==> src/hw/opsum_settings.svh <==
`ifndef OPSUM_SETTINGS_SVH
`define OPSUM_SETTINGS_SVH

// Partial-sum word and its byte lanes
`define OPSUM_DATA_W 32
`define OPSUM_BYTES (`OPSUM_DATA_W / 8)

// Opsum FIFO entries
`define OPSUM_FIFO_DEPTH 8

// Full GLB word address width
`define GLB_ADDR_W 32

// Four banks of 256 rows each
`define GLB_BANK_W 2
`define GLB_ROW_W 8
`define GLB_NUM_BANKS (1 << `GLB_BANK_W)
`define GLB_NUM_ROWS (1 << `GLB_ROW_W)

`endif

==> src/hw/opsum_pkg.sv <==
`include "opsum_settings.svh"

package opsum_pkg;

    // One partial sum as it leaves the reducer
    typedef logic [`OPSUM_DATA_W-1:0] opsum_word_t;

    // Bank and row split of a word address
    typedef struct packed {
        logic [`GLB_ADDR_W-`GLB_BANK_W-`GLB_ROW_W-1:0] pad;
        logic [`GLB_BANK_W-1:0]                         bank;
        logic [`GLB_ROW_W-1:0]                          row;
    } glb_addr_fields_t;

    // Controller and arbiter use flat, the bank array uses fields
    typedef union packed {
        logic [`GLB_ADDR_W-1:0] flat;
        glb_addr_fields_t       fields;
    } glb_addr_u;

endpackage

==> src/hw/glb_write_arbiter.sv <==
`timescale 1ns/1ps
`include "opsum_settings.svh"

module glb_write_arbiter (
    input  logic                    clk,
    input  logic                    rst_n,

    // Opsum write token
    input  logic                    opsum_req_i,
    input  opsum_pkg::glb_addr_u    opsum_addr_i,
    input  opsum_pkg::opsum_word_t  opsum_data_i,
    output logic                    opsum_permit_o,

    // External load port
    input  logic                    ext_wr_req_i,
    input  opsum_pkg::glb_addr_u    ext_wr_addr_i,
    input  opsum_pkg::opsum_word_t  ext_wr_data_i,
    input  logic [`OPSUM_BYTES-1:0] ext_wr_web_i,
    output logic                    ext_wr_grant_o,

    // GLB write port
    output logic                    glb_we_o,
    output opsum_pkg::glb_addr_u    glb_addr_o,
    output opsum_pkg::opsum_word_t  glb_data_o,
    output logic [`OPSUM_BYTES-1:0] glb_web_o
);

    logic last_opsum;  // set when opsum held the port last
    logic opsum_win;
    logic ext_win;

    // On a tie the side not served last goes first
    assign opsum_win = opsum_req_i && (!ext_wr_req_i || !last_opsum);
    assign ext_win   = ext_wr_req_i && !opsum_win;

    assign opsum_permit_o = opsum_win;
    assign ext_wr_grant_o = ext_win;

    always_ff @(posedge clk or negedge rst_n) begin
        if (!rst_n) begin
            last_opsum <= 1'b0;
        end else if (opsum_win || ext_win) begin
            last_opsum <= opsum_win;
        end
    end

    // Write mux
    always_comb begin
        glb_we_o = opsum_win || ext_win;
        if (opsum_win) begin
            glb_addr_o = opsum_addr_i;
            glb_data_o = opsum_data_i;
            // Partial sums are whole words
            glb_web_o  = '1;
        end else begin
            glb_addr_o = ext_wr_addr_i;
            glb_data_o = ext_wr_data_i;
            glb_web_o  = ext_wr_web_i;
        end
    end

endmodule

==> config.mk <==
export PLATFORM = sky130hd
export DESIGN_NAME = glb_write_arbiter
export DESIGN_NICKNAME = d
export VERILOG_FILES = /design/src/hw/opsum_pkg.sv /design/src/hw/glb_write_arbiter.sv
export VERILOG_INCLUDE_DIRS = /design/src /design/src/hw
export SDC_FILE = /design/constraint.sdc
export NUM_CORES = 1
export LEC_CHECK = 0
export BUFFER_PORTS_ARGS = -buffer_cell sky130_fd_sc_hd__buf_2
export CELL_PAD_IN_SITES_DETAIL_PLACEMENT = 1
export CELL_PAD_IN_SITES_GLOBAL_PLACEMENT = 1
export CORE_MARGIN = 5
export CORE_UTILIZATION = 13
export CTS_CLUSTER_SIZE = 20
export DETAILED_ROUTE_END_ITERATION = 8
export GPL_TIMING_DRIVEN = 1
export HOLD_SLACK_MARGIN = 0.05
export PLACE_DENSITY = 0.87
export SLEW_MARGIN = 20
export SYNTH_ARGS = -nofsm -noshare
export SYNTH_HDL_FRONTEND = slang
export SYNTH_SLANG_ARGS = --single-unit
==> constraint.sdc <==
create_clock -name clk -period 1.6 [get_ports clk]
set_input_delay 0.16 -clock clk [delete_from_list [all_inputs] [get_ports clk]]
set_output_delay 0.16 -clock clk [all_outputs]
set_load 0.01 [all_outputs]
Yosys cells after proc, flatten, opt, wreduce, memory -nomap -nowiden

Index checks and enable logic that the tools add are counted.

Bits in registers: 1
Output and inout port bits: 71

Muxes and demuxes: 3
Reduce and logical (&&, ||, !) cells: 7

Operator list:

| cell              | number |
|---|---|
| $mux 32           | 2 |
| $mux 4            | 1 |
| $logic_not 1->1   | 3 |
| $logic_and 1x1->1 | 2 |
| $logic_or 1x1->1  | 2 |

Logic depth before layout (Yosys ltp)

Gate-level depths: netlist (run 1).

Depth in word-level cells: 6
Depth in mapped cells: 4
Depth with buffers taken out: 2

Worst setup path before layout (run 1)

OpenSTA, ideal clock, no wires.

Path kind: flip-flop to output port
Start point: reg last_opsum
End point: out glb_data_o[26]
Arrival time: 1.210 ns
Slack: 0.230 ns
Stages on the path, launching flop included: 5
Path buffers: 2
Cell sequence: dfrtp_1 a21boi_4 buf_6 buf_6 mux2_4

Word-level cells in the longest chain between the ends: 4

Ends and longest elaborated chain:

| element                | line                    | source |
|---|---|---|
| from (decl)            | glb_write_arbiter.sv:28 | `logic last_opsum;` |
| from (signal assigned) | glb_write_arbiter.sv:43 | `last_opsum <= opsum_win;` |
| $logic_not 1->1        | glb_write_arbiter.sv:33 | `assign opsum_win = opsum_req_i && (!ext_wr_req_i \|\| !last_opsum);` |
| $logic_or 1x1->1       | glb_write_arbiter.sv:33 |  |
| $logic_and 1x1->1      | glb_write_arbiter.sv:33 |  |
| net opsum_permit_o     | glb_write_arbiter.sv:12 | `output logic opsum_permit_o,` |
| $mux 32                | glb_write_arbiter.sv:50 | `if (opsum_win) begin` |
| to (decl)              | glb_write_arbiter.sv:24 | `output opsum_pkg::opsum_word_t glb_data_o,` |

The timed path passes the listed nets, and every way through them passes these cells.

==> results.ini, run 1 <==
[outcome]
status = finished clean

[finish]
multi_input_area_um2 = 807
drive_above_1_share = 0.979
largestRegisters = last_opsum: 1 flops
syn_to_final_growth_pct = 126
final_util = 0.300
nFillCells = 849
largest_register_ffs = 1
nets = 423
n_antenna_cell = 0
stdcell_count = 365
top_register = last_opsum
regArea_um2 = 25.0

[job]
drv_cap = 0

[setup_path]
cp-end-kind = output pin
path_max_fanout = 39
reg2reg_slack_ps = 850
start_kind = flop
arrival_ps = 1390
criticalPathCategory = reg -> out
required_ps = 1440

[route]
drt-initial-drc-count = 4
drtPass1Iterations = 3
dr_total_vias = 1466
antenna_left = 0
drc = 0
drt-wirelength-per-cell_um = 14.1
routed_wirelength_um = 5150
avgViaCountPerCell = 4.02

[timing]
fmax_mhz = 645
final.setup.tns_ps = 0
finalMaxSlewViolations = 0
finalClockSkew_ps = 0
min_period_ps = 1550
final-hold-violation-count = 0
setup_violations = 0
max-slew-margin-rel = 0.860
post-route-period-util = 0.970
worstMarginPinSlew_ps = 209
worst_slack_ps = 48.4
rsz0062_at_grt = true

[clock_tree]
clock_latency_ps = 0
cts_resized = 0
clk_pin_slew_ps = 0
cts_setup_buffers = 0

[synth]
ys_seq_area_frac = 0.0279
synth_edf_count = 0
synth.top_cell.area_share = 0.742
syn-instance-count = 82
netlist_area_um2 = 896
synth-main-ff-cell = dfrtp_1
yosys-top-cells-area = mux2_2, mux2_4, buf_4
async_flop_share = 1.00
avgSynthCellArea_um2 = 10.9
yosys_warnings = 0
ys_ff_latch = 1
synth_top_cell_by_area = mux2_2
ys_types = 11
synthTopCellsByCount = mux2_2, buf_4, mux2_4, or2_2, buf_6
syn_nets = 218
yosysMostFrequentCell = mux2_2

[floorplanning]
core-area_um2 = 6760
die_w_um = 93.0
dieArea_um2 = 8650
ios = 207
rows = 30
start_util = 0.133
die_h_um = 93.0

[pwr]
vdd_ir_drop_max_mv = 0.119
fin_total_pwr_uw = 742
leakagePower_uw = 0.00115
power.density_nw_per_um2 = 366

[global_routing]
grt_pass1_wl_um = 7930
track_usage = 0.108
grt_max_degree = 40
overflow = 0
grt_pass1_vias = 1694
antenna_found_initial = 0

[placement]
hpwlAfterDp_um = 4780
dp_slack_ps = 37.3
placed_cells = 364
port_buffers = 206
gp_congestion = 0.724

[worst_hold_path]
min_path_type = in -> reg

==> through the flow <==
step	cell area, µm²	hold WS (ps)
3_5_place_dp	2010	-63.1
4_1_cts	2020	473
2_1_floorplan	896	-136
5_1_grt	2020	489
3_3_place_gp	2010	-63.3
6_report	2020	454
==> path summary, 6_finish.rpt <==
kind / start / end / depth (start not counted)
min reg2reg: last_opsum$_DFFE_PN0P_ / last_opsum$_DFFE_PN0P_ / 2
min: ext_wr_req_i / last_opsum$_DFFE_PN0P_ / 2
max in group asynchronous: rst_n / last_opsum$_DFFE_PN0P_ / 2
max reg2reg: last_opsum$_DFFE_PN0P_ / last_opsum$_DFFE_PN0P_ / 2
max: last_opsum$_DFFE_PN0P_ / glb_addr_o[12] / 4
min in group asynchronous: rst_n / last_opsum$_DFFE_PN0P_ / 2
==> critical path, stage by stage, from the launching register on <==
cell and delay [ps]:
dfrtp_1 390, a21boi_4 230, buf_12 240, mux2_2 360, buf_2 140
==> repair_timing <==
action                     CTS  global route
hold buffers                 1             0
setup endpoints to repair    0            32
hold endpoints to repair     1             0
==> layout make-up <==
class / instances / area share
well taps: 80 / 0.0494
repair buffers: 210 / 0.538
flip-flops and latches: 1 / 0.0124
inverters: 1 / 0.00185
multi-input cells: 73 / 0.399
==> report_power, final <==
group,switching (µW),leakage (µW),total [µW],internal (µW)
clock network,0,0,0,0
logic,294,0.00113,708,414
registers,4.16,0.0000120,33.7,29.5
==> cell families (layout without fill, tap and decap cells) <==
group                  Yosys count  count (layout)  share of synthesized area
DFF                              1               1                     0.0279
buffers and inverters            8             211                     0.0712
and+or+nand+nor                  7               7                     0.0489
AOI/OAI and AO/OA                2               2                     0.0265
muxes                           64              64                      0.825
==> placed cells by master, fill, tap and decap left out, drive strengths merged <==
cell type	instances
buf	209
mux2	64
or2	5
a21boi	1
nand2b	1
and2	1
inv	1
o21ai	1
dlygate4sd3	1
dfrtp	1
==> metal layers <==
metal | vias up | global-route usage | wire length, µm
met5 | - | 0 | 0
met4 | 0 | 0 | 0
met3 | 0 | 0.0201 | 643
met2 | 117 | 0.229 | 2850
met1 | 636 | 0.114 | 1660
li1 | 713 | - | -
No activity file was read; power rests on OpenSTA's default activity.
==> run 2, diff against run 1 <==
--- a/config.mk
+++ b/config.mk
@@ -6,16 +6,16 @@
 export SDC_FILE = /design/constraint.sdc
 export NUM_CORES = 1
 export LEC_CHECK = 0
-export BUFFER_PORTS_ARGS = -buffer_cell sky130_fd_sc_hd__buf_2
 export CELL_PAD_IN_SITES_DETAIL_PLACEMENT = 1
 export CELL_PAD_IN_SITES_GLOBAL_PLACEMENT = 1
-export CORE_MARGIN = 5
-export CORE_UTILIZATION = 13
+export CORE_AREA = 5 5 77 79
 export CTS_CLUSTER_SIZE = 20
 export DETAILED_ROUTE_END_ITERATION = 8
+export DIE_AREA = 0 0 82 84
+export DONT_BUFFER_PORTS = 1
 export GPL_TIMING_DRIVEN = 1
 export HOLD_SLACK_MARGIN = 0.05
-export PLACE_DENSITY = 0.87
+export PLACE_DENSITY = 0.49
 export SLEW_MARGIN = 20
 export SYNTH_ARGS = -nofsm -noshare
 export SYNTH_HDL_FRONTEND = slang
==> constraint.sdc (replaced) <==
create_clock -name clk -period 1.6 [get_ports clk]
set_input_delay 0.16 -clock clk [delete_from_list [all_inputs] [get_ports clk]]
set_output_delay 0.16 -clock clk [all_outputs]
set_load 0.1 [all_outputs]
==> run 2 against run 1 <==
Net effect:
- register-to-register slack lost 130 ps
- core utilization grew 15 points
- flip-flop and latch count is the same
- first-iteration DRC count is the same
- the flow now finishes with violations (setup timing)
- sequential share of layout area shrank 0.19 points
- wire length grew 25%
- largest cell class unchanged
- hold slack lost 160 ps
- largest power group unchanged
- highest routed layer is now met4
- sequential power is essentially flat
==> results.ini, run 2 (synthesis results as in run 1) <==
[outcome]
status = complete, but fails checks  ; was finished clean
violations = setup timing

[pwr]
clkPwrFrac = 0  ; about the same
pwr-share-seq = 0.014  ; was 0.045
leakagePower_uw = 0.00102  ; was 0.00115 µW
vdd_ir_drop_max_mv = 0.426  ; was 0.119 mV
p_switching_uw = 1540  ; was 298 µW
power.density_nw_per_um2 = 1000  ; was 366 nW/µm²
internal-power_uw = 853  ; was 444 µW
switching_share = 0.644  ; was 0.402
p_comb_frac = 0.986  ; was 0.955

[route]
drt-initial-drc-count = 4  ; unchanged
drc = 0  ; unchanged
drt-wirelength-per-cell_um = 29.1  ; was 14.1 µm
routed_wirelength_um = 6440  ; was 5150 µm
dr_total_vias = 1036  ; was 1,466
avgViaCountPerCell = 4.69  ; was 4.02
antenna_left = 0  ; unchanged
drtPass1Iterations = 4  ; was 3

[timing]
max-slew-margin-rel = 0.652  ; was 0.860
fmax_mhz = 608  ; was 645 MHz
whs_ps = 290  ; was 454 ps
post-route-period-util = 1.03  ; was 0.970
worst_slack_ps = -44.3  ; was 48.4 ps
min_period_ps = 1640  ; was 1550 ps
finalClockSkew_ps = 0  ; unchanged
final-hold-violation-count = 0  ; unchanged
final.setup.tns_ps = -995  ; was 0 ps
worstMarginPinSlew_ps = 525  ; was 209 ps
setup_violations = 44  ; was 0
finalMaxSlewViolations = 0  ; unchanged
rsz0062_at_grt = true  ; unchanged

[finish]
final_cell_mix = buf_12, mux2_2, mux2_4, or2_2, buf_4  ; was buf_2, mux2_2, mux2_4, or2_2, buf_12
final_util = 0.453  ; was 0.300
nets = 287  ; was 423
syn_to_final_growth_pct = 166  ; was 126%
top_register = last_opsum  ; unchanged
n_antenna_cell = 0  ; unchanged
design_area_um2 = 2390  ; was 2020 µm²
drive_above_1_share = 0.960  ; was 0.979
largest_register_ffs = 1  ; unchanged
final_common_cell = buf_12  ; was buf_2
largestRegisters = last_opsum: 1 flops  ; unchanged

[placement]
dpl-instance-area_um2 = 2250  ; was 2010 µm²
gp_congestion = 0.795  ; was 0.724
hpwlAfterDp_um = 5730  ; was 4780 µm
port_buffers = 0  ; was 206

[setup_path]
criticalPathCategory = reg -> out  ; unchanged
arrival_ps = 1480  ; was 1390 ps
slowest_delay_ps = 390  ; about the same
critPathSlowestCell = dfrtp_1  ; unchanged
path_cells = a21boi_4 > buf_12 > buf_12 > mux2_2 > buf_12  ; was a21boi_4 > buf_12 > mux2_2 > buf_2
required_ps = 1440  ; about the same
cp-end-kind = output pin  ; unchanged
path_max_fanout = 20  ; was 39
start_kind = flop  ; unchanged
crit_top_cell = buf_12

[floorplanning]
die_h_um = 84  ; was 93.0 µm
die_w_um = 82  ; was 93.0 µm
ios = 207  ; unchanged
core-area_um2 = 5270  ; was 6760 µm²
rows = 27  ; was 30
dieArea_um2 = 6890  ; was 8650 µm²
start_util = 0.170  ; was 0.133

[clock_tree]
clock_latency_ps = 0  ; about the same
clk_pin_slew_ps = 0  ; about the same

[global_routing]
antenna_found_initial = 0  ; unchanged
grt_pass1_wl_um = 7980  ; was 7930 µm
track_usage = 0.157  ; was 0.108
overflow = 0  ; unchanged
grt_pass1_vias = 1195  ; was 1,694
grt_max_degree = 41  ; was 40

[worst_hold_path]
min_path_type = in -> reg  ; unchanged

[job]
drv_cap = 0  ; unchanged

run 2: cell types whose count changed in the layout (fill, tap and decap cells not counted):
cell,previous run,this run
buf_12,2,65
buf_16,0,1
buf_2,206,0
buf_4,1,4
buf_8,0,1
clkbuf_16,0,2
mux2_2,59,52
mux2_4,5,12
run 2: worst paths after layout:
check	start	to	slack, ps	depth (start not counted)
worst max-delay path	last_opsum$_DFFE_PN0P_	glb_data_o[11]	-40	5
worst min-delay path	ext_wr_req_i	last_opsum$_DFFE_PN0P_	290	1
worst min register to register	last_opsum$_DFFE_PN0P_	last_opsum$_DFFE_PN0P_	730	3
worst max register to register	last_opsum$_DFFE_PN0P_	last_opsum$_DFFE_PN0P_	720	3
min in group asynchronous	rst_n	last_opsum$_DFFE_PN0P_	380	1
max in group asynchronous	rst_n	last_opsum$_DFFE_PN0P_	1110	1
run 2: per-layer routing:
metal  routed length, µm  share of wire  GRT usage  vias to the layer above
li1                    -              -          -                      441
met1                1810           0.28      0.134                      467
met2                3630           0.56      0.316                      126
met3                 965           0.15     0.0886                        2
met4                  34         0.0053    0.00755                        0
met5                   0              0          0                        -
run 2: per-stage QoR:
step,setup WS [ps],power [µW],cells
floorplan,15.7,1590,82
global placement,54.0,2310,215
detailed placement,-14.7,2340,215
CTS,-18.2,2340,216
global route,-64.1,2450,221
finish,-44.3,2400,221
run 2: power by group through the flow:
| stage | Clock (µW) | Sequential [µW] | Combinational [µW] |
|---|---|---|---|
| after floorplan | 0 | 33.3 | 1560 |
| after global placement | 0 | 33.1 | 2280 |
| after detailed placement | 0 | 33.7 | 2300 |
| after CTS | 0 | 33.8 | 2310 |
| after global routing | 0 | 34.1 | 2410 |
| final | 0 | 33.9 | 2360 |
run 2: critical path: cells and delay by family (launching register included):
| kind | cells | cell delay, ps |
|---|---|---|
| AO/OA/AOI/OAI | 1 | 210 |
| buffers and inverters | 3 | 480 |
| flip-flops | 1 | 390 |
| multiplexers | 1 | 390 |
run 2: cell type report:
class / instances / area [µm²]
fillers: 523 / 2880
repair buffers: 74 / 1430
inverters: 1 / 3.75
well taps: 72 / 90.1
flip-flops and latches: 1 / 25.0
multi-input cells: 73 / 833
run 2: what timing repair did:
item,in CTS,in global routing
gates cloned,0,3
setup endpoints to repair,27,42
resized for setup,0,9
buffers inserted,0,2
pin swaps,0,1
hold buffers,1,0
endpoints found under the hold margin,1,0
