<file path="src/hw/opsum_settings.svh">
`ifndef OPSUM_SETTINGS_SVH
`define OPSUM_SETTINGS_SVH

// Partial-sum word and its byte lanes
`define OPSUM_DATA_W 32
`define OPSUM_BYTES (`OPSUM_DATA_W / 8)

// Opsum FIFO entries
`define OPSUM_FIFO_DEPTH 8

// Full GLB word address width
`define GLB_ADDR_W 32

// Four banks of 256 rows each
`define GLB_BANK_W 2
`define GLB_ROW_W 8
`define GLB_NUM_BANKS (1 << `GLB_BANK_W)
`define GLB_NUM_ROWS (1 << `GLB_ROW_W)

`endif

</file>
<file path="src/hw/opsum_pkg.sv">
`include "opsum_settings.svh"

package opsum_pkg;

    // One partial sum as it leaves the reducer
    typedef logic [`OPSUM_DATA_W-1:0] opsum_word_t;

    // Bank and row split of a word address
    typedef struct packed {
        logic [`GLB_ADDR_W-`GLB_BANK_W-`GLB_ROW_W-1:0] pad;
        logic [`GLB_BANK_W-1:0]                         bank;
        logic [`GLB_ROW_W-1:0]                          row;
    } glb_addr_fields_t;

    // Controller and arbiter use flat, the bank array uses fields
    typedef union packed {
        logic [`GLB_ADDR_W-1:0] flat;
        glb_addr_fields_t       fields;
    } glb_addr_u;

endpackage

</file>
<file path="src/hw/opsum_fifo_ctrl.sv">
`timescale 1ns/1ps
`include "opsum_settings.svh"

module opsum_fifo_ctrl (
    input  logic                  clk,
    input  logic                  rst_n,

    // Strobes from L2
    input  logic                  opsum_fifo_reset_i,
    input  logic                  opsum_need_push_i,
    input  logic                  opsum_need_pop_i,

    // Grant level from the GLB write arbiter
    input  logic                  opsum_permit_pop_i,

    // FIFO flags
    input  logic                  opsum_fifo_empty_i,
    input  logic                  opsum_fifo_full_i,

    // Base from the token engine
    input  logic [`GLB_ADDR_W-1:0] opsum_glb_base_addr_i,

    // FIFO commands
    output logic                  opsum_fifo_reset_o,
    output logic                  opsum_fifo_pop_en_o,
    output logic                  opsum_fifo_push_en_o,

    // Write token towards the arbiter
    output logic                  opsum_glb_write_req_o,
    output opsum_pkg::glb_addr_u  opsum_glb_write_addr_o
);

    localparam int PTR_W = 16;

    logic             pop_pending;
    logic [PTR_W-1:0] write_ptr;

    // A new need_pop wins over the clearing pop
    always_ff @(posedge clk or negedge rst_n) begin
        if (!rst_n) begin
            pop_pending <= 1'b0;
        end else if (opsum_need_pop_i) begin
            pop_pending <= 1'b1;
        end else if (opsum_fifo_pop_en_o) begin
            pop_pending <= 1'b0;
        end
    end

    // Word offset from base, advanced once per GLB write
    always_ff @(posedge clk or negedge rst_n) begin
        if (!rst_n) begin
            write_ptr <= '0;
        end else if (opsum_fifo_reset_i) begin
            write_ptr <= '0;
        end else if (opsum_fifo_pop_en_o) begin
            write_ptr <= write_ptr + 1'b1;
        end
    end

    assign opsum_fifo_reset_o = opsum_fifo_reset_i;

    // Refused pushes are dropped
    assign opsum_fifo_push_en_o = opsum_need_push_i && !opsum_fifo_full_i;

    // Pop only together with the granted GLB write
    assign opsum_fifo_pop_en_o = pop_pending && opsum_permit_pop_i && !opsum_fifo_empty_i;

    assign opsum_glb_write_req_o       = pop_pending && !opsum_fifo_empty_i;
    assign opsum_glb_write_addr_o.flat = opsum_glb_base_addr_i + `GLB_ADDR_W'(write_ptr);

endmodule

</file>
<file path="config.mk">
export PLATFORM = sky130hd
export DESIGN_NAME = opsum_fifo_ctrl
export DESIGN_NICKNAME = d
export VERILOG_FILES = /design/src/hw/opsum_pkg.sv /design/src/hw/opsum_fifo_ctrl.sv
export VERILOG_INCLUDE_DIRS = /design/src /design/src/hw
export SDC_FILE = /design/constraint.sdc
export NUM_CORES = 1
export LEC_CHECK = 0
export BUFFER_PORTS_ARGS = -buffer_cell sky130_fd_sc_hd__buf_2
export CORE_MARGIN = 3
export CORE_UTILIZATION = 39
export DETAILED_ROUTE_END_ITERATION = 10
export GPL_TIMING_DRIVEN = 0
export HOLD_SLACK_MARGIN = 0.15
export PLACE_DENSITY = 0.64
export SLEW_MARGIN = 20
export SYNTH_ARGS = -nofsm -noshare
export SYNTH_HDL_FRONTEND = slang
export SYNTH_SLANG_ARGS = --single-unit
export TNS_END_PERCENT = 5
</file>
<file path="constraint.sdc">
create_clock -name clk -period 2.8 [get_ports clk]
set_input_delay 0.28 -clock clk [delete_from_list [all_inputs] [get_ports clk]]
set_output_delay 0.28 -clock clk [all_outputs]
set_load 0.01 [all_outputs]
</file>
# ---- Word-level counts from Yosys, hierarchy flattened
# Cells that the tools add are included.
dict set report word_totals {
  reg_bits 17
  input_bits 40
  output_inout_bits 36
  elab_cells 16
}
dict set report classes {
  add_sub_neg 2
  mux 4
  n_reduce_logical 8
}
# operator count
set op_table {}
lappend op_table {{$add A32 B16 Y32} 1}
lappend op_table {{$mux W16} 2}
lappend op_table {{$add A16 B1 Y16 const B} 1}
lappend op_table {{$logic_and A1 B1 Y1} 4}
lappend op_table {{$reduce_bool A2 Y1} 2}
lappend op_table {{$logic_not A1 Y1} 2}
lappend op_table {{$mux W1} 2}

# ---- Logic depth before layout (Yosys ltp)
# Gate-level depths: netlist (run 1).
dict set report logic_depth {
  word_depth 4
  depth_mapped 8
  ltp_nobuf 8
}

# ---- Worst setup path after synthesis (run 1)
# OpenSTA, ideal clock, no wires.
dict set report synth_path {
  path_type {reg-to-output}
  start {register write_ptr[0]}
  end {output opsum_glb_write_addr_o[16] (netlist bit)}
  t_arrival_ns 2.129
  required_ns 2.520
  slack_ns 0.391
  stages_incl_launch_ff 9
  path_buffers 0
  path_cell_list {dfrtp_1 ha_1 fa_1 a21o_2 a31o_4 a211oi_2 o21ai_1 a21oi_1 xnor2_1}
}
# item line
set synth_lines {}
lappend synth_lines {{start, declared} opsum_fifo_ctrl.sv:36} ;# logic [PTR_W-1:0] write_ptr;
lappend synth_lines {{start signal, assigned} opsum_fifo_ctrl.sv:56} ;# write_ptr <= write_ptr + 1'b1;
lappend synth_lines {{end, declared} opsum_fifo_ctrl.sv:30} ;# output opsum_pkg::glb_addr_u opsum_glb_write_addr_o

==> flow_summary.ini, run 1 <==
[outcome]
status = finished clean

[setup_path]
crit_path_max_fanout = 5
rrSetupSlack_ps = 1130
reg2reg_depth = 7
worst-path-buf-inv = 1
crit_path_start_kind = register
max_stage_delay_ps = 380
timing.rr.end = write_ptr[13]
worstPathCellList = ha_2, fa_2, a21o_2, a31o_4, a211oi_4, o21ai_1, a21oi_1, xnor2_1, buf_2
reg2reg_from = pop_pending
crit_slowest_cell = dfrtp_1
crit_family = compound AO/OA/AOI/OAI gates
required_ps = 2520
crit_arrival_ps = 2460
end_kind = primary output
critPathKind = register to primary output

[timing]
rsz0062_at_grt = yes
setup_viol = 0
slew_viol_final = 0
fmax_mhz = 365.2
hold_viol = 0
setup_tns_ps = 0
tightest_slew_ps = 445.0
timing.slew.headroom_pct = 70.27
fin_hold_ws_ps = 221.1
clock_skew_ps = 1.574
fin_crit_sh_pct = 97.79
setup_ws_ps = 61.87
post-route-min-period_ps = 2738

[power]
sw_frac_of_total_pct = 29.40
vdd.ir_drop.worst_mv = 0.3038
pwr-share-seq_pct = 40.9
p_int_mw = 0.4321
p_switching_mw = 0.1799
p_leak_nw = 1.271
p_clk_share_pct = 29.6
pwr-share-comb_pct = 29.4
power.density_nw_per_um2 = 238.0

[floorplanning]
rows = 25
die_area_um2 = 5959
fp.dieH_um = 77.20
die_w_um = 77.20
ioPinCount = 76
core-area_um2 = 4817
start_util_pct = 41.04

[synthesis]
synth-xor-area-share_pct = 19.05
yosysUniqueCellTypes = 43
yosys-mux-area-fraction_pct = 0.5063
yosys_warnings = 0
synth-compound-area-share_pct = 21.77
dominantRegCellSynth = dfrtp_1
mappedNetlistNets = 296
syn_inst = 238
synthAdderAreaFrac_pct = 11.77
synth-seq-cells = 17
synth_top_family_by_area = simple AND/OR/NAND/NOR gates
synth-simple-area-share_pct = 22.78
synth_area_um2 = 1977
async_flop_share_pct = 100.0
ys_seq_area_share_pct = 21.52
syn_area_per_cell_um2 = 8.306
synth_edf_count = 0

[route]
routed_via_density = 5.131
vias = 1991
post_drt_wl_per_cell_um = 12.29
drt_iter0_markers = 112
totalWireLength_um = 4769
ant_nets = 0
drc = 0
drtPass1Iterations = 4

[final_layout]
fin_cells = 388
area_growth_pct = 30.06
mostFrequentLayoutCell = buf_2
filler_cell_count = 486
nets = 380
mostFrequentLayoutCells = buf_2, nor2_1, xnor2_1, a21oi_1, dfrtp_1
num_antenna_cells = 0
drive_above_1_share_pct = 31.46
finalInstanceArea_um2 = 2571

[global_routing]
grt_start_max_net_pins = 18
antenna_found_initial = 0
overflow = 0
track_usage_pct = 15.90
grt_pass1_vias = 1822
grt_pass1_wl_um = 8052

[placed_design]
dp_cells = 379
dp_hpwl_um = 3951
place_ws_ps = 132.7
port_buffers = 74
placed_area_um2 = 2431
gp_congestion = 0.8495

[min_path]
holdPathStages = 2
hold_start = opsum_need_pop_i
holdPathEnd = pop_pending
hp-class = primary input to register

[clock_tree]
cts_tree = yes
cts_buffers = 3
clock-sinks = 17
cts_root_buffer = clkbuf_8
cts.clk_slew.worst_paths_ps = 60
clk_latency_ps = 250
h-tree-depth = 1
cts_buffer_depth = 2

[flow_run]
cap_viol_max_count = 0
-- timing repair --
| item | 4_1_cts | 5_1_grt |
|---|---|---|
| resized for setup | 3 | 8 |
| endpoints found under the setup margin | 8 | 19 |
| hold endpoints to repair | 17 | 0 |
| pin swaps | 1 | 4 |
| hold buffers | 1 | 0 |
| buffers inserted | 1 | 3 |
-- Yosys cell counts (2+ instances only) --
cell type | instances | area (µm²)
a211oi_1 | 2 | 15.01
buf_4 | 2 | 15.01
o21ai_1 | 5 | 25.02
xnor2_1 | 28 | 245.2
nand2_1 | 15 | 56.30
o21ai_0 | 8 | 40.04
a21oi_1 | 18 | 90.09
o211ai_1 | 4 | 30.03
nor2b_1 | 2 | 12.51
inv_1 | 5 | 18.77
and2_1 | 4 | 25.02
and4_1 | 2 | 17.52
xor2_1 | 15 | 131.4
dfrtp_1 | 17 | 425.4
nand4_1 | 10 | 62.56
and3_1 | 9 | 56.30
nor2_1 | 28 | 105.1
o2111ai_1 | 3 | 26.28
nand3_1 | 10 | 50.05
ha_1 | 17 | 212.7
o21bai_1 | 3 | 22.52
a21o_1 | 7 | 52.55
a211o_1 | 2 | 17.52
o21a_1 | 2 | 15.01
buf_2 | 2 | 10.01
-- power by group through the flow --
stage | clock, mW | sequential [mW] | combinational, mW
final | 0.181 | 0.250 | 0.180
after global routing | 0.205 | 0.251 | 0.201
after CTS | 0.188 | 0.250 | 0.179
after detailed placement | 0 | 0.256 | 0.173
after global placement | 0 | 0.256 | 0.173
after floorplan | 0 | 0.255 | 0.0949
-- registers in the layout, indices dropped and copies added, names as in the netlist --
name / cells
pop_pending: 1
write_ptr: 16
-- metrics by stage --
step           power (mW)  util [%]
2_1_floorplan      0.3502         -
6_report           0.6120     53.38
4_1_cts            0.6177     52.03
3_3_place_gp       0.4286     50.47
5_1_grt            0.6568     53.38
3_5_place_dp       0.4296     50.47
-- cell families after synthesis --
kind of cell / Yosys count
AOI/OAI and AO/OA: 62
xor gates and xnor gates: 43
adders and majority gates: 18
buffers and inverters: 11
DFF: 17
muxes: 1
and+or+nand+nor: 86
-- how the worst max path moves through the flow --
stage | start | to | slack, ps | cells past startpoint
global placement | write_ptr[0] | opsum_glb_write_addr_o[20] | 140 | 9
finish | write_ptr[0] | opsum_glb_write_addr_o[16] | 60 | 9
detailed placement | write_ptr[0] | opsum_glb_write_addr_o[20] | 130 | 9
CTS | write_ptr[4] | opsum_glb_write_addr_o[25] | 30 | 8
floorplan | write_ptr[0] | opsum_glb_write_addr_o[16] | 390 | 8
global route | write_ptr[0] | opsum_glb_write_addr_o[16] | -70 | 9
-- layer usage --
layer | global-route usage, % | routed length, µm | vias up
met5 | 0 | 0 | -
met4 | 3.203 | 38 | 0
met3 | 2.582 | 282 | 4
met2 | 27.55 | 2272 | 48
met1 | 20.76 | 2176 | 907
li1 | - | - | 1032
-- final cells by class --
class	count	area (µm²)	share of cell area (%)
multi-input cells	210	1553	60.39
clock buffers	4	45.04	1.752
inverters	5	18.77	0.7299
flip-flops and latches	17	425.4	16.54
repair buffers	79	410.4	15.96
well taps	67	83.83	3.260
plain buffers	6	35.03	1.363
(Power assumes the default switching activity.)
==> inputs of run 2 (changes only) <==
- BUFFER_PORTS_ARGS: -buffer_cell sky130_fd_sc_hd__buf_2 -> -buffer_cell sky130_fd_sc_hd__buf_4
==> run 2 against run 1 <==
Net effect:
- critical path depth is the same
- count of clock-buffer cells in the layout fell by 1
- die area unchanged
- sequential cell count is the same
- first-iteration DRC count shrank 33%
- highest routed layer unchanged
- sequential power barely moved
- global-route usage increased by 0.52 points
- critical path type unchanged
- critical endpoint is now opsum_glb_write_addr_o[20]
- worst setup slack lost 21 ps
==> flow_summary.ini, run 2 (synthesis results as in run 1) <==
[placed_design]
gp_congestion = 0.7935
dp_hpwl_um = 4135
port_buffers = 74
place_ws_ps = 115.4
dp_cells = 379

[power]
p_leak_nw = 1.327
vdd.ir_drop.worst_mv = 0.2785
p_switching_mw = 0.1836
sw_frac_of_total_pct = 28.23
p_total_mw = 0.6505
power.density_nw_per_um2 = 229.6
p_int_mw = 0.4669
p_clk_share_pct = 27.1
pwr-share-comb_pct = 34.3
pwr-share-seq_pct = 38.6

[timing]
post-route-min-period_ps = 2760
fin_crit_sh_pct = 98.56
clock_skew_ps = 1.742
timing.slew.headroom_pct = 68.85
slew_viol_final = 0
setup_ws_ps = 40.40
tightest_slew_ps = 467.3
rsz0062_at_grt = yes
setup_viol = 0
setup_tns_ps = 0
fmax_mhz = 362.4
hold_viol = 0

[setup_path]
required_ps = 2520
crit_arrival_ps = 2480
timing.rr.end = write_ptr[15]
crit_slowest_cell = dfrtp_1
rrSetupSlack_ps = 1110
reg2reg_depth = 7
crit_path_max_fanout = 5
max_stage_delay_ps = 410
critPathKind = register to primary output
crit_path_start_kind = register
reg2reg_from = pop_pending
end_kind = primary output
worstPathCellList = ha_4, fa_2, a21o_4, a31o_4, a211oi_2, nor2_1, o21ai_1, xnor2_1, buf_4

[flow_run]
cap_viol_max_count = 0

[floorplanning]
die_area_um2 = 5959
die_w_um = 77.20
start_util_pct = 41.04
fp.dieH_um = 77.20
rows = 25
ioPinCount = 76
core-area_um2 = 4817

[clock_tree]
clk_latency_ps = 250
cts_root_buffer = clkbuf_8
h-tree-depth = 1
cts_tree = yes
clock-sinks = 17
cts_buffers = 3
cts.clk_slew.worst_paths_ps = 60
cts_buffer_depth = 2

[final_layout]
top_register = write_ptr
largest_registers = write_ptr x16, pop_pending x1
mostFrequentLayoutCell = buf_4
filler_cell_count = 464
area_growth_pct = 43.29
fin_cells = 387
nets = 379
mostFrequentLayoutCells = buf_4, nor2_1, xnor2_1, a21oi_1, dfrtp_1
drive_above_1_share_pct = 33.75
largest_register_ffs = 16
num_antenna_cells = 0

[global_routing]
overflow = 0
track_usage_pct = 16.42
grt_pass1_vias = 1881
antenna_found_initial = 0
grt_pass1_wl_um = 8266
grt_start_max_net_pins = 18

[min_path]
hp-class = primary input to register
hold_start = opsum_need_pop_i
holdPathStages = 2
holdPathEnd = pop_pending

[route]
routed_via_density = 5.129
post_drt_wl_per_cell_um = 13.12
drtPass1Iterations = 4
totalWireLength_um = 5077
ant_nets = 0
drt_iter0_markers = 75
drc = 0
vias = 1985

[outcome]
status = finished clean
[run 2: cell count changes in the layout (fill, tap and decap cells not counted), sizes merged]
cell    delta
clkbuf     -2
clkinv     +1
[run 2: critical path, delay by kind of cell, from the launching register on]
kind            cells  cell delay [ps]
compound gates      4              900
fa+ha+maj           2              550
flops               1              410
xor+xnor            1              140
buf+inv             1              140
simple gates        1              100
[run 2: area by class of cell]
cell class                      instances  area [µm²]  share of cell area (%)
Timing Repair Buffer                   78       588.1                   20.76
Multi-Input combinational cell        210        1632                   57.60
Buffer                                  6       38.79                   1.369
Clock inverter                          1       5.005                  0.1767
Tap cell                               67       83.83                   2.959
Clock buffer                            3       41.29                   1.458
Sequential cell                        17       425.4                   15.02
Inverter                                5       18.77                  0.6625
[run 2: what timing repair did]
item | 4_1_cts | 5_1_grt
hold endpoints to repair | 17 | 0
endpoints found under the setup margin | 9 | 18
pin swaps | 4 | 6
buffers inserted | 1 | 2
hold buffers | 1 | 0
resized for setup | 2 | 23
[run 2: worst max path at each step]
stage / from / to / slack, ps / cells after the start
floorplan: write_ptr[0] / opsum_glb_write_addr_o[16] / 390 / 8
global placement: write_ptr[0] / opsum_glb_write_addr_o[20] / 140 / 9
detailed placement: write_ptr[0] / opsum_glb_write_addr_o[16] / 120 / 9
CTS: write_ptr[4] / opsum_glb_write_addr_o[17] / -1 / 8
global route: write_ptr[0] / opsum_glb_write_addr_o[20] / -50 / 9
finish: write_ptr[0] / opsum_glb_write_addr_o[20] / 40 / 9
[run 2: metal layers]
| metal | vias to the layer above | wire length (µm) | track usage (%) |
|---|---|---|---|
| met4 | 0 | 62 | 4.448 |
| li1 | 1023 | - | - |
| met5 | - | 0 | 0 |
| met2 | 50 | 2359 | 27.12 |
| met3 | 7 | 252 | 1.878 |
| met1 | 905 | 2402 | 22.60 |
[run 2: metrics by stage]
stage	hold WS [ps]	util, %	instance area [µm²]
2_1_floorplan	-15.59	-	1977
3_3_place_gp	156.9	54.31	2616
3_5_place_dp	155.6	54.31	2616
4_1_cts	223.8	55.74	2685
5_1_grt	244.8	58.81	2833
6_report	228.2	58.81	2833
[run 2: power groups by stage]
stage | Clock, mW | Sequential, mW | Combinational (mW)
2_1_floorplan | 0 | 0.255 | 0.0949
6_report | 0.176 | 0.251 | 0.223
3_5_place_dp | 0 | 0.256 | 0.207
5_1_grt | 0.194 | 0.251 | 0.243
4_1_cts | 0.184 | 0.251 | 0.213
3_3_place_gp | 0 | 0.256 | 0.207
