<file path="src/hw/opsum_settings.svh">
`ifndef OPSUM_SETTINGS_SVH
`define OPSUM_SETTINGS_SVH

// Partial-sum word and its byte lanes
`define OPSUM_DATA_W 32
`define OPSUM_BYTES (`OPSUM_DATA_W / 8)

// Opsum FIFO entries
`define OPSUM_FIFO_DEPTH 8

// Full GLB word address width
`define GLB_ADDR_W 32

// Four banks of 256 rows each
`define GLB_BANK_W 2
`define GLB_ROW_W 8
`define GLB_NUM_BANKS (1 << `GLB_BANK_W)
`define GLB_NUM_ROWS (1 << `GLB_ROW_W)

`endif

</file>
<file path="src/hw/opsum_pkg.sv">
`include "opsum_settings.svh"

package opsum_pkg;

    // One partial sum as it leaves the reducer
    typedef logic [`OPSUM_DATA_W-1:0] opsum_word_t;

    // Bank and row split of a word address
    typedef struct packed {
        logic [`GLB_ADDR_W-`GLB_BANK_W-`GLB_ROW_W-1:0] pad;
        logic [`GLB_BANK_W-1:0]                         bank;
        logic [`GLB_ROW_W-1:0]                          row;
    } glb_addr_fields_t;

    // Controller and arbiter use flat, the bank array uses fields
    typedef union packed {
        logic [`GLB_ADDR_W-1:0] flat;
        glb_addr_fields_t       fields;
    } glb_addr_u;

endpackage

</file>
<file path="src/hw/opsum_fifo.sv">
`timescale 1ns/1ps
`include "opsum_settings.svh"

module opsum_fifo #(
    parameter int DEPTH = `OPSUM_FIFO_DEPTH
) (
    input  logic                   clk,
    input  logic                   rst_n,
    input  logic                   soft_reset_i,
    input  logic                   push_i,
    input  opsum_pkg::opsum_word_t push_data_i,
    input  logic                   pop_i,
    output opsum_pkg::opsum_word_t rd_data_o,
    output logic                   empty_o,
    output logic                   full_o
);

    localparam int PTR_W = (DEPTH > 1) ? $clog2(DEPTH) : 1;
    localparam int CNT_W = $clog2(DEPTH + 1);

    opsum_pkg::opsum_word_t mem [DEPTH];
    logic [PTR_W-1:0]       wr_ptr;
    logic [PTR_W-1:0]       rd_ptr;
    logic [CNT_W-1:0]       count;
    logic                   do_push;
    logic                   do_pop;

    // Circular increment, depth need not be a power of two
    function automatic logic [PTR_W-1:0] next_ptr(input logic [PTR_W-1:0] ptr);
        if (ptr == PTR_W'(DEPTH - 1)) begin
            return '0;
        end
        return ptr + 1'b1;
    endfunction

    assign empty_o = (count == '0);
    assign full_o  = (count == CNT_W'(DEPTH));

    // Push into full or pop from empty is ignored
    assign do_push = push_i && !full_o;
    assign do_pop  = pop_i && !empty_o;

    // First word falls through
    assign rd_data_o = mem[rd_ptr];

    always_ff @(posedge clk) begin
        if (do_push) begin
            mem[wr_ptr] <= push_data_i;
        end
    end

    always_ff @(posedge clk or negedge rst_n) begin
        if (!rst_n) begin
            wr_ptr <= '0;
            rd_ptr <= '0;
            count  <= '0;
        end else if (soft_reset_i) begin
            wr_ptr <= '0;
            rd_ptr <= '0;
            count  <= '0;
        end else begin
            if (do_push) begin
                wr_ptr <= next_ptr(wr_ptr);
            end
            if (do_pop) begin
                rd_ptr <= next_ptr(rd_ptr);
            end
            // Occupancy holds when both happen together
            case ({do_push, do_pop})
                2'b10:   count <= count + 1'b1;
                2'b01:   count <= count - 1'b1;
                default: count <= count;
            endcase
        end
    end

endmodule

</file>
<file path="config.mk">
export PLATFORM = sky130hd
export DESIGN_NAME = opsum_fifo
export DESIGN_NICKNAME = d
export VERILOG_FILES = /design/src/hw/opsum_pkg.sv /design/src/hw/opsum_fifo.sv
export VERILOG_INCLUDE_DIRS = /design/src /design/src/hw
export SDC_FILE = /design/constraint.sdc
export NUM_CORES = 1
export LEC_CHECK = 0
export BUFFER_PORTS_ARGS = -buffer_cell sky130_fd_sc_hd__buf_4
export CORE_MARGIN = 2
export CORE_UTILIZATION = 45
export CTS_BUF_LIST = sky130_fd_sc_hd__clkbuf_2
export DETAILED_ROUTE_END_ITERATION = 10
export SETUP_SLACK_MARGIN = 0.1
export SLEW_MARGIN = 0
export SYNTH_ARGS = -nofsm -noshare
export SYNTH_HDL_FRONTEND = slang
export SYNTH_SLANG_ARGS = --single-unit
export TNS_END_PERCENT = 5
</file>
<file path="constraint.sdc">
create_clock -name clk -period 6.2 [get_ports clk]
set_input_delay 0.31 -clock clk [delete_from_list [all_inputs] [get_ports clk]]
set_output_delay 0.31 -clock clk [all_outputs]
set_load 0.05 [all_outputs]
</file>
* Yosys cells after proc, flatten, opt, wreduce, memory -nomap -nowiden *
Memories as Yosys holds them, arrays and structs flattened.
Index checks and enable logic that the tools add are counted.

word-level totals
  register bits after elaboration = 10
  memory bits (read-only) = 0
  memories kept = 1
  bits in latches = 0
  output and inout bits = 34
  memory bits (writable) = 256
  input bits = 37

memory list
  name  words  bits a word  read ports  clocked after memory_dff  wr ports  RTL line          text
  mem   8      32           1           0                         1         opsum_fifo.sv:21  opsum_pkg::opsum_word_t mem [DEPTH];

operators by class
  reduce and logical (&&, ||, !) cells = 8
  $mul = 0
  shift-type cells = 0
  muxes and demuxes = 18
  order comparisons = 0
  bitwise operators = 0
  $add $sub $neg = 4
  divide/modulo/power cells = 0
  eq/ne operators = 5

operators by type and width
  kind                                                 number
  2-to-1 mux 3 bit                                     8
  2-to-1 mux 1 bit                                     8
  one-hot mux 4 bit (2 select lines)                   1
  adder 3 x 1 -> 3 bit, second input constant          2
  equality test 3 bit, second input constant           2
  adder 4 x 1 -> 4 bit, second input constant          1
  equality test 4 bit, second input constant           1
  logical NOT 4 bit                                    1
  2-to-1 mux 4 bit                                     1
  nonzero test 2 bit                                   2
  subtractor 4 x 1 -> 4 bit, second input constant     1
  nonzero test 3 bit                                   1
  equality test 2 x 1 -> 1 bit, second input constant  1
  equality test 2 bit, second input constant           1
  logical AND 1 bit                                    2
  logical NOT 1 bit                                    2

* Logic depth before layout (Yosys ltp) *
Gate-level depths: netlist of run 1.

  depth in word-level cells = 8
  gate-level depth with buffers = 8
  depth with buffers taken out = 7

* Least setup slack after synthesis of run 1 *
Ideal clock, no wire load.

  path type = register to register
  from = register count[3]
  to = memory mem[0][0] in the netlist's numbering (enable)
  slack = 1.729 ns
  arrival = 3.969 ns
  setup time = 0.501 ns
  cell stages (with the launch flop) = 5
  buffers on the path = 1
  period minus slack after synthesis = 4.471 ns
  required time = 5.699 ns
  path through = dfrtp_1 > or4b_1 > buf_2 > nand2_1 > nor4_1

on the way
  word-level cells in the longest chain between the ends = 5

RTL lines
  element                                 RTL line          text
  start: declaration                      opsum_fifo.sv:24  logic [CNT_W-1:0] count;
  start signal: assignment                opsum_fifo.sv:70  2'b10: count <= count + 1'b1;
  start signal: assignment                opsum_fifo.sv:71  2'b01: count <= count - 1'b1;
  start signal: assignment                opsum_fifo.sv:72  default: count <= count;
  equality test 4 bit                     opsum_fifo.sv:37  assign full_o = (count == CNT_W'(DEPTH));
  logical NOT 1 bit                       opsum_fifo.sv:40  assign do_push = push_i && !full_o;
  logical AND 1 bit                       opsum_fifo.sv:40
  2-to-1 mux 1 bit                        opsum_fifo.sv:47  if (do_push) begin
  2-to-1 mux 1 bit (implied by the code)  opsum_fifo.sv:48  mem[wr_ptr] <= push_data_i;
  end: declaration                        opsum_fifo.sv:21

No other way between the ends.

* Worst setup path in the final report of run 1 *
  from = register rd_ptr[0]
  to = output rd_data_o[0]

on the way
  word-level cells in the longest chain between the ends = 1

RTL lines
  element                   RTL line          text
  start: declaration        opsum_fifo.sv:23  logic [PTR_W-1:0] rd_ptr;
  start signal: assignment  opsum_fifo.sv:66  rd_ptr <= next_ptr(rd_ptr);
  memory read (8 x 32 bit)  n/a
  end: declaration          opsum_fifo.sv:13  output opsum_pkg::opsum_word_t rd_data_o,

No other way between the ends.

==> impl_metrics.json, run 1 <==
{
  "worst_skew_pair.late_latency_ps": 810,
  "worstSetupPathType": "reg -> out",
  "hp-class": "in -> reg",
  "synth_ff_type": "edfxtp_1",
  "hold_depth": 2,
  "initialDrtViolationCount": 350,
  "worstSetupEndpointType": "primary output",
  "fin_crit_ps": 3770,
  "hold_viol": 0,
  "r2r_setup_slack_ps": 3400,
  "io_buffers": 70,
  "p_seq_share_pct": 48.3,
  "path_cells": "buf_4, mux4_2, mux2_2, buf_4",
  "avgViaCountPerCell": 5.37,
  "fmaxAchievable_mhz": 265,
  "fin_skew_ps": 44.8,
  "cp_data_arrival_time_ps": 3460,
  "rsz0062_at_grt": "no",
  "drive_gt1_share_pct": 43.5,
  "yosys_warnings": 0,
  "slew-limit-headroom_pct": 30.7,
  "seq_area_um2": 7940,
  "power_leakage_nw": 4.11,
  "antenna_found_initial": 1,
  "worstMarginPinSlew_ps": 1040,
  "fp.dieArea_um2": 24100,
  "worst_path_largest_cell_delay_ps": 1000,
  "cts_max_path_buffers": 3,
  "cts_setup_buffers": 0,
  "status": "completed",
  "crit_top_cell": "buf_4",
  "use_met2_pct": 29.1,
  "final_common_cell": "edfxtp_1",
  "path_clk_slew_ps": 100,
  "die_height_um": 155,
  "ys_seq_elements": 266,
  "cellPowerDensity_nw_per_um2": 373,
  "nFillCells": 1820,
  "track_usage_pct": 17.7,
  "multi_input_area_um2": 2310,
  "finalNetCount": 669,
  "synth.avg_cell_area_um2": 22.5,
  "overflow": 0,
  "synth_edf_count": 256,
  "path_max_fanout": 41,
  "start_util_pct": 45.6,
  "ant_nets": 0,
  "tritoncts": "built",
  "worstPathRequired_ps": 5890,
  "ys_types": 35,
  "combPwrFrac_pct": 27.8,
  "met3_usage_pct": 4.99,
  "hold_start": "push_data_i[22]",
  "ir_worst_vdd_mv": 0.216,
  "synthCells": 458,
  "dr_total_vias": 5164,
  "place.gp.congestion": 0.709,
  "finalCritPeriodShare_pct": 60.8,
  "die_x_um": 155,
  "cts_resized": 0,
  "ioPinCount": 71,
  "intPower_mw": 3.04,
  "clockRootBuffer": "clkbuf_2",
  "worstHoldEndpoint": "mem[5][22]$_DFFE_PP_",
  "first_global_vias": 5676,
  "gr-usage-met1_pct": 22.2,
  "busiest_layer": "met2",
  "drc": 0,
  "grt_max_degree": 42,
  "cpMaxStageDelayCell": "dfrtp_4",
  "num_rows": 55,
  "synth_area_um2": 10300,
  "crit_path_start": "rd_ptr[0]$_DFFE_PN0P_",
  "reg2reg_from": "count[0]$_DFFE_PN0P_",
  "synth_nets": 500,
  "rr_worst_depth": 4,
  "dr.pass1.iters": 4,
  "final_core_util_pct": 54.0,
  "start_kind": "register",
  "finalSetupViolations": 0,
  "p_sw_mw": 1.51,
  "swShare_pct": 33.1,
  "reg2reg_to": "mem[1][21]$_DFFE_PP_",
  "report.final.slew_viol_count": 0,
  "wirelength_um": 20400,
  "area_delta_synth_final_pct": 18.4,
  "fin_setup_tns_ps": 0,
  "cts.sinks": 266,
  "layout_common_cells": "edfxtp_1 (256), clkbuf_2 (96), buf_4 (83)",
  "routedWlPerCell_um": 21.2,
  "numCtsBuffers": 69,
  "hpwl_um": 10900,
  "clkPwrFrac_pct": 23.9,
  "yosysSeqAreaShare_pct": 77.0,
  "htreeDepth": 3,
  "drv_cap": 0,
  "ys_async_sr_fraction_pct": 3.76,
  "core_um2": 22600,
  "grt_pass1_wl_um": 31600
}
==> through the flow <==
| stage | cell area [µm²] | hold WS, ps | total power, mW | worst slack (ps) | std cells |
|---|---|---|---|---|---|
| global route | 12200 | 184 | 4.79 | 2100 | 962 |
| CTS | 12200 | 171 | 4.62 | 2280 | 961 |
| detailed placement | 11200 | 150 | 3.50 | 3160 | 803 |
| global placement | 11200 | 153 | 3.47 | 3170 | 803 |
| floorplan | 10300 | 14.4 | 3.15 | 1730 | 458 |
| finish | 12200 | 268 | 4.55 | 2430 | 962 |
==> cell usage after synthesis, types with 2 or more instances <==
library cell	instances	share of area, %
edfxtp_1	256	75
mux4_2	64	14
mux2_2	32	3.5
clkbuf_1	12	0.44
a21oi_1	10	0.49
buf_2	10	0.49
dfrtp_1	10	2.4
nand2_1	8	0.29
nor2_1	7	0.26
nor3_1	6	0.29
ha_1	5	0.61
o21ai_0	5	0.24
a21o_1	3	0.22
nand3_1	3	0.15
inv_1	2	0.073
nand2b_1	2	0.12
nand4b_1	2	0.17
o41ai_1	2	0.17
or3_1	2	0.12
xor2_1	2	0.17
==> layout make-up <==
cell class,instances,share of cell area (%)
clock buffers,96,3.94
diodes,1,0.0205
inverters,2,0.0615
repair buffers,121,8.23
multi-input cells,167,18.9
well taps,285,2.92
clock inverters,24,0.790
flip-flops and latches,266,65.1
==> sequential cells by signal (all words and copies together) (netlist names) <==
register  count
rd_ptr        3
wr_ptr        3
count         4
mem         256
==> power groups by stage <==
stage | combinational, mW | clock (mW) | sequential, mW
6_report | 1.26 | 1.09 | 2.20
5_1_grt | 1.34 | 1.23 | 2.22
4_1_cts | 1.28 | 1.14 | 2.20
3_5_place_dp | 1.25 | 0 | 2.24
3_3_place_gp | 1.24 | 0 | 2.24
2_1_floorplan | 1.01 | 0 | 2.14
==> how the worst max path moves through the flow <==
stage                          endpoint  slack (ps)
floorplan           mem[0][0]$_DFFE_PP_        1730
global placement          rd_data_o[27]        3170
detailed placement        rd_data_o[29]        3160
CTS                        rd_data_o[0]        2280
global route               rd_data_o[0]        2100
finish                     rd_data_o[0]        2430
==> critical path, delay by kind of cell (launching register included) <==
| family | cells | cell delay [ps] |
|---|---|---|
| muxes | 2 | 860 |
| buffers and inverters | 2 | 770 |
| DFF | 1 | 1000 |
==> kinds of logic after synthesis <==
kind of cell               count (synthesis)  share of synthesized area, %
AOI/OAI and AO/OA                         28                          1.81
xor gates and xnor gates                   3                         0.255
adders and majority gates                  5                         0.607
DFF                                      266                          77.0
muxes                                     96                          17.5
buffers and inverters                     25                          1.03
and+or+nand+nor                           35                          1.77
==> layer usage <==
| layer | vias up | wire, µm |
|---|---|---|
| met4 | 0 | 420 |
| met1 | 2678 | 8560 |
| li1 | 2325 | - |
| met2 | 126 | 10500 |
| met3 | 35 | 936 |
| met5 | - | 0 |
==> timing repair <==
| item | 4_1_cts | 5_1_grt |
|---|---|---|
| hold buffers | 38 | 0 |
| endpoints found under the setup margin | 0 | 0 |
| endpoints found under the hold margin | 276 | 0 |
No activity file was read; power rests on OpenSTA's default activity.
==> run 2: changes to the inputs <==
Clock period 6.2 ns to 3.89 ns, I/O delays scaled along.
==> run 2 against run 1 <==
  * Register-to-register slack got worse by 2300 ps
  * Utilization barely moved
  * Sequential power rose by 58%
  * Die area did not move
  * Highest routed layer unchanged
  * Count of clock-buffer cells in the layout fell by 2
  * Clock power rose by 58%
==> impl_metrics.json, run 2 (synthesized netlist as in run 1, its figures left out) <==
{
  "worstHoldEndpoint": "mem[5][18]$_DFFE_PP_",
  "slew-limit-headroom_pct": 32.6,
  "ir_worst_vdd_mv": 0.345,
  "ant_nets": 0,
  "largest_registers": "mem (256), count (4)",
  "start_util_pct": 45.6,
  "cts_resized": 0,
  "grt_max_degree": 50,
  "fin_setup_tns_ps": 0,
  "drv_cap": 0,
  "start_kind": "register",
  "worstSetupPathType": "reg -> out",
  "fmaxAchievable_mhz": 302,
  "finalNetCount": 668,
  "clockRootBuffer": "clkbuf_2",
  "antenna_found_initial": 1,
  "largest_register_ffs": 256,
  "worst_skew_pair.late_latency_ps": 770,
  "io_buffers": 70,
  "num_rows": 55,
  "ioPinCount": 71,
  "path_max_fanout": 37,
  "crit_top_cell": "buf_4",
  "routedWlPerCell_um": 20.7,
  "r2r_setup_slack_ps": 1120,
  "drive_gt1_share_pct": 43.7,
  "die_height_um": 155,
  "cellPowerDensity_nw_per_um2": 595,
  "worstSetupEndpointType": "primary output",
  "first_global_vias": 5695,
  "hpwl_um": 10800,
  "numCtsBuffers": 67,
  "grt_pass1_wl_um": 31000,
  "avgViaCountPerCell": 5.34,
  "power_leakage_nw": 4.11,
  "dr_total_vias": 5087,
  "overflow": 0,
  "tritoncts": "built",
  "path_clk_slew_ps": 100,
  "initialDrtViolationCount": 331,
  "reg2reg_from": "count[1]$_DFFE_PN0P_",
  "hold_depth": 2,
  "worstPathRequired_ps": 3700,
  "cts.sinks": 266,
  "rr_worst_depth": 4,
  "report.final.slew_viol_count": 0,
  "hp-class": "in -> reg",
  "area_delta_synth_final_pct": 18.5,
  "track_usage_pct": 17.2,
  "cp_data_arrival_time_ps": 3120,
  "dr.pass1.iters": 4,
  "layout_common_cells": "edfxtp_1 (256), clkbuf_2 (94), buf_4 (83)",
  "core_um2": 22600,
  "worst_path_largest_cell_delay_ps": 940,
  "cts_max_path_buffers": 3,
  "final_core_util_pct": 54.1,
  "place.gp.congestion": 0.761,
  "drc": 0,
  "status": "completed",
  "cpMaxStageDelayCell": "dfrtp_4",
  "hold_viol": 0,
  "fin_crit_ps": 3310,
  "path_cells": "buf_4, mux4_2, mux2_2, buf_4",
  "worstMarginPinSlew_ps": 1010,
  "reg2reg_to": "mem[4][29]$_DFFE_PP_",
  "top_register": "mem",
  "finalSetupViolations": 0,
  "fin_skew_ps": 35.4,
  "htreeDepth": 3,
  "final_common_cell": "edfxtp_1",
  "finalCritPeriodShare_pct": 85.1,
  "wirelength_um": 19700,
  "fp.dieArea_um2": 24100,
  "hold_start": "push_data_i[18]",
  "die_x_um": 155,
  "rsz0062_at_grt": "no"
}
[run 2: power breakdown]
group / switching [mW] / internal (mW)
Sequential: 0.180 / 3.30
Combinational: 1.16 / 0.904
Clock: 1.01 / 0.707
Total: 2.35 / 4.91
[run 2: metal layers]
layer | global-route usage, % | part of all wire, %
met4 | 6.64 | 1.5
met1 | 21.8 | 42
met2 | 29.2 | 52
met3 | 4.09 | 4.3
met5 | 0 | 0
[run 2: per-stage QoR]
stage               power [mW]  setup WS (ps)  area (µm²)  hold WS, ps  instances
floorplan                 5.02            259       10300         -101        458
global placement          5.56           1230       11300         29.4        804
detailed placement        5.61           1090       11300         32.2        804
CTS                       7.38            428       12200         77.1        951
global route              7.65            316       12200          125        952
finish                    7.26            578       12200          202        952
[run 2: repair_timing]
item | 4_1_cts | 5_1_grt
hold buffers | 38 | 0
setup buffers | 0 | 0
hold endpoints to repair | 276 | 0
endpoints found under the setup margin | 0 | 0
[run 2: cell type report]
cell class | instances | area, µm²
Tap cell | 285 | 357
Timing Repair Buffer | 122 | 1020
Antenna cell | 1 | 2.50
Multi-Input combinational cell | 167 | 2320
Inverter | 2 | 7.51
Fill cell | 1819 | 10400
Clock inverter | 15 | 86.3
Sequential cell | 266 | 7940
Clock buffer | 94 | 470
[run 2: how the worst max path moves through the flow]
stage | end | slack [ps] | depth (start not counted) | from
3_3_place_gp | mem[4][24]$_DFFE_PP_ | 1230 | 4 | count[1]$_DFFE_PN0P_
4_1_cts | rd_data_o[27] | 430 | 4 | rd_ptr[0]$_DFFE_PN0P_
2_1_floorplan | mem[2][0]$_DFFE_PP_ | 260 | 4 | count[3]$_DFFE_PN0P_
6_report | rd_data_o[27] | 580 | 4 | rd_ptr[0]$_DFFE_PN0P_
5_1_grt | rd_data_o[27] | 320 | 4 | rd_ptr[0]$_DFFE_PN0P_
3_5_place_dp | mem[6][24]$_DFFE_PP_ | 1090 | 4 | count[1]$_DFFE_PN0P_
[run 2: critical path, delay by kind of cell (launching register included)]
family | cells | cell delay, ps
buf+inv | 2 | 580
mux | 2 | 830
flops | 1 | 940
==> run 3: changes to the inputs <==
Settings changed: CORE_UTILIZATION 45 to 40, PLACE_DENSITY from default to 0.62.
==> run 3 against run 2 <==
  * Via count is 0.71% higher
  * Utilization is 5.4 points lower
  * Setup slack better by 35 ps
  * Total power is 2.0% higher
  * Cell count is 5.0% higher
  * Fmax is 1.1% higher
  * Register-to-register slack better by 20 ps
  * Critical path type unchanged
  * Highest routed layer unchanged
==> impl_metrics.json, run 3 (synthesized netlist as in run 1, its figures left out) <==
{
  "status": "completed",
  "route.met3.wl_um": 1010,
  "numCtsBuffers": 69,
  "worstHoldEndpoint": "mem[2][30]$_DFFE_PP_",
  "clockRootBuffer": "clkbuf_2",
  "start_util_pct": 40.8,
  "r2r_setup_slack_ps": 1140,
  "power_mw": 7.40,
  "ir_worst_vdd_mv": 0.415,
  "fin_setup_tns_ps": 0,
  "top_register": "mem",
  "layout_common_cells": "edfxtp_1 (256), clkbuf_2 (95), buf_4 (80)",
  "worstMarginPinSlew_ps": 1040,
  "cts_setup_buffers": 0,
  "worst_skew_pair.late_latency_ps": 810,
  "path_clk_slew_ps": 100,
  "cts_resized": 0,
  "ant_nets": 0,
  "wirelength_um": 20300,
  "dr_total_vias": 5123,
  "grt_max_degree": 67,
  "fp.dieArea_um2": 27100,
  "final_common_cell": "edfxtp_1",
  "stdcell_count": 1000,
  "initialDrtViolationCount": 350,
  "reg2reg_to": "mem[4][8]$_DFFE_PP_",
  "rr_worst_depth": 4,
  "worstSetupEndpointType": "primary output",
  "reg2reg_from": "count[1]$_DFFE_PN0P_",
  "dr.max_layer_used": "met4",
  "antenna_found_initial": 1,
  "die_x_um": 164,
  "dr.pass1.iters": 4,
  "drv_cap": 0,
  "core_um2": 25300,
  "report.final.slew_viol_count": 0,
  "routedWlPerCell_um": 20.3,
  "hold_start": "push_data_i[30]",
  "drt-met1-wl_um": 8520,
  "finalCritPeriodShare_pct": 84.2,
  "hold_ws_ps": 165,
  "cp_data_arrival_time_ps": 3080,
  "power_leakage_nw": 4.12,
  "htreeDepth": 3,
  "postCtsHoldBufs": 38,
  "cts.sinks": 266,
  "hp-class": "in -> reg",
  "finalSetupViolations": 0,
  "cts_max_path_buffers": 3,
  "track_usage_pct": 15.6,
  "path_max_fanout": 36,
  "wl_met2_um": 10500,
  "num_rows": 58,
  "tritoncts": "built",
  "ioPinCount": 71,
  "hpwl_um": 11200,
  "drc": 0,
  "place.gp.congestion": 0.772,
  "grt_pass1_wl_um": 31200,
  "hold_depth": 2,
  "avgViaCountPerCell": 5.12,
  "largest_register_ffs": 256,
  "worstPathRequired_ps": 3700,
  "fin_crit_ps": 3280,
  "rsz0062_at_grt": "no",
  "dpl.cell_count": 846,
  "largest_registers": "mem (256), count (4)",
  "drive_gt1_share_pct": 43.5,
  "start_kind": "register",
  "worstSetupPathType": "reg -> out",
  "fin_skew_ps": 47.8,
  "cellPowerDensity_nw_per_um2": 602,
  "area_delta_synth_final_pct": 19.4,
  "io_buffers": 70,
  "die_height_um": 164,
  "slew-limit-headroom_pct": 30.6,
  "overflow": 0,
  "first_global_vias": 5651,
  "hold_viol": 0,
  "fmaxAchievable_mhz": 305,
  "finalNetCount": 667
}
[run 3: cell count changes in the layout (fill, tap and decap cells not counted)]
cell	delta
buf_4	-3
clkinv_1	+3
bufinv_16	+1
clkbuf_2	+1
clkinv_4	+1
dfrtp_2	-1
dfrtp_4	+1
[run 3: power by group]
part | internal [mW] | switching [mW] | total, mW
clock network | 0.789 | 1.07 | 1.86
registers | 3.30 | 0.218 | 3.51
logic | 0.905 | 1.13 | 2.03
total | 4.99 | 2.41 | 7.40
[run 3: per-stage QoR]
step	cell area, µm²	worst slack, ps	util [%]
2_1_floorplan	10300	259	-
3_3_place_gp	11300	1270	44.8
3_5_place_dp	11300	1100	44.8
4_1_cts	12300	457	48.7
5_1_grt	12300	383	48.7
6_report	12300	614	48.7
[run 3: how the worst max path moves through the flow]
| stage | start | to | cells after the start |
|---|---|---|---|
| after floorplan | count[3]$_DFFE_PN0P_ | mem[2][0]$_DFFE_PP_ | 4 |
| after global placement | count[1]$_DFFE_PN0P_ | mem[4][7]$_DFFE_PP_ | 4 |
| after detailed placement | count[1]$_DFFE_PN0P_ | mem[4][14]$_DFFE_PP_ | 4 |
| after CTS | rd_ptr[0]$_DFFE_PN0P_ | rd_data_o[9] | 4 |
| after global routing | rd_ptr[0]$_DFFE_PN0P_ | rd_data_o[9] | 4 |
| final | rd_ptr[0]$_DFFE_PN0P_ | rd_data_o[9] | 4 |
[run 3: worst max-delay path, stage by stage, from the launching register on]
cell	delay (ps)
dfrtp_4	930
buf_4	370
mux4_2	540
mux2_2	290
buf_4	190
[run 3: per-layer routing]
metal  up-vias  track usage (%)
met5         -                0
met4         0             4.58
met3        29             4.37
met2       140             27.0
met1      2642             19.2
li1       2312                -
[run 3: layout make-up]
class	instances	area [µm²]
Multi-Input combinational cell	167	2320
Clock inverter	20	136
Clock buffer	95	475
Fill cell	2129	13000
Timing Repair Buffer	119	1000
Antenna cell	1	2.50
Sequential cell	266	7950
Tap cell	330	413
Inverter	2	7.51
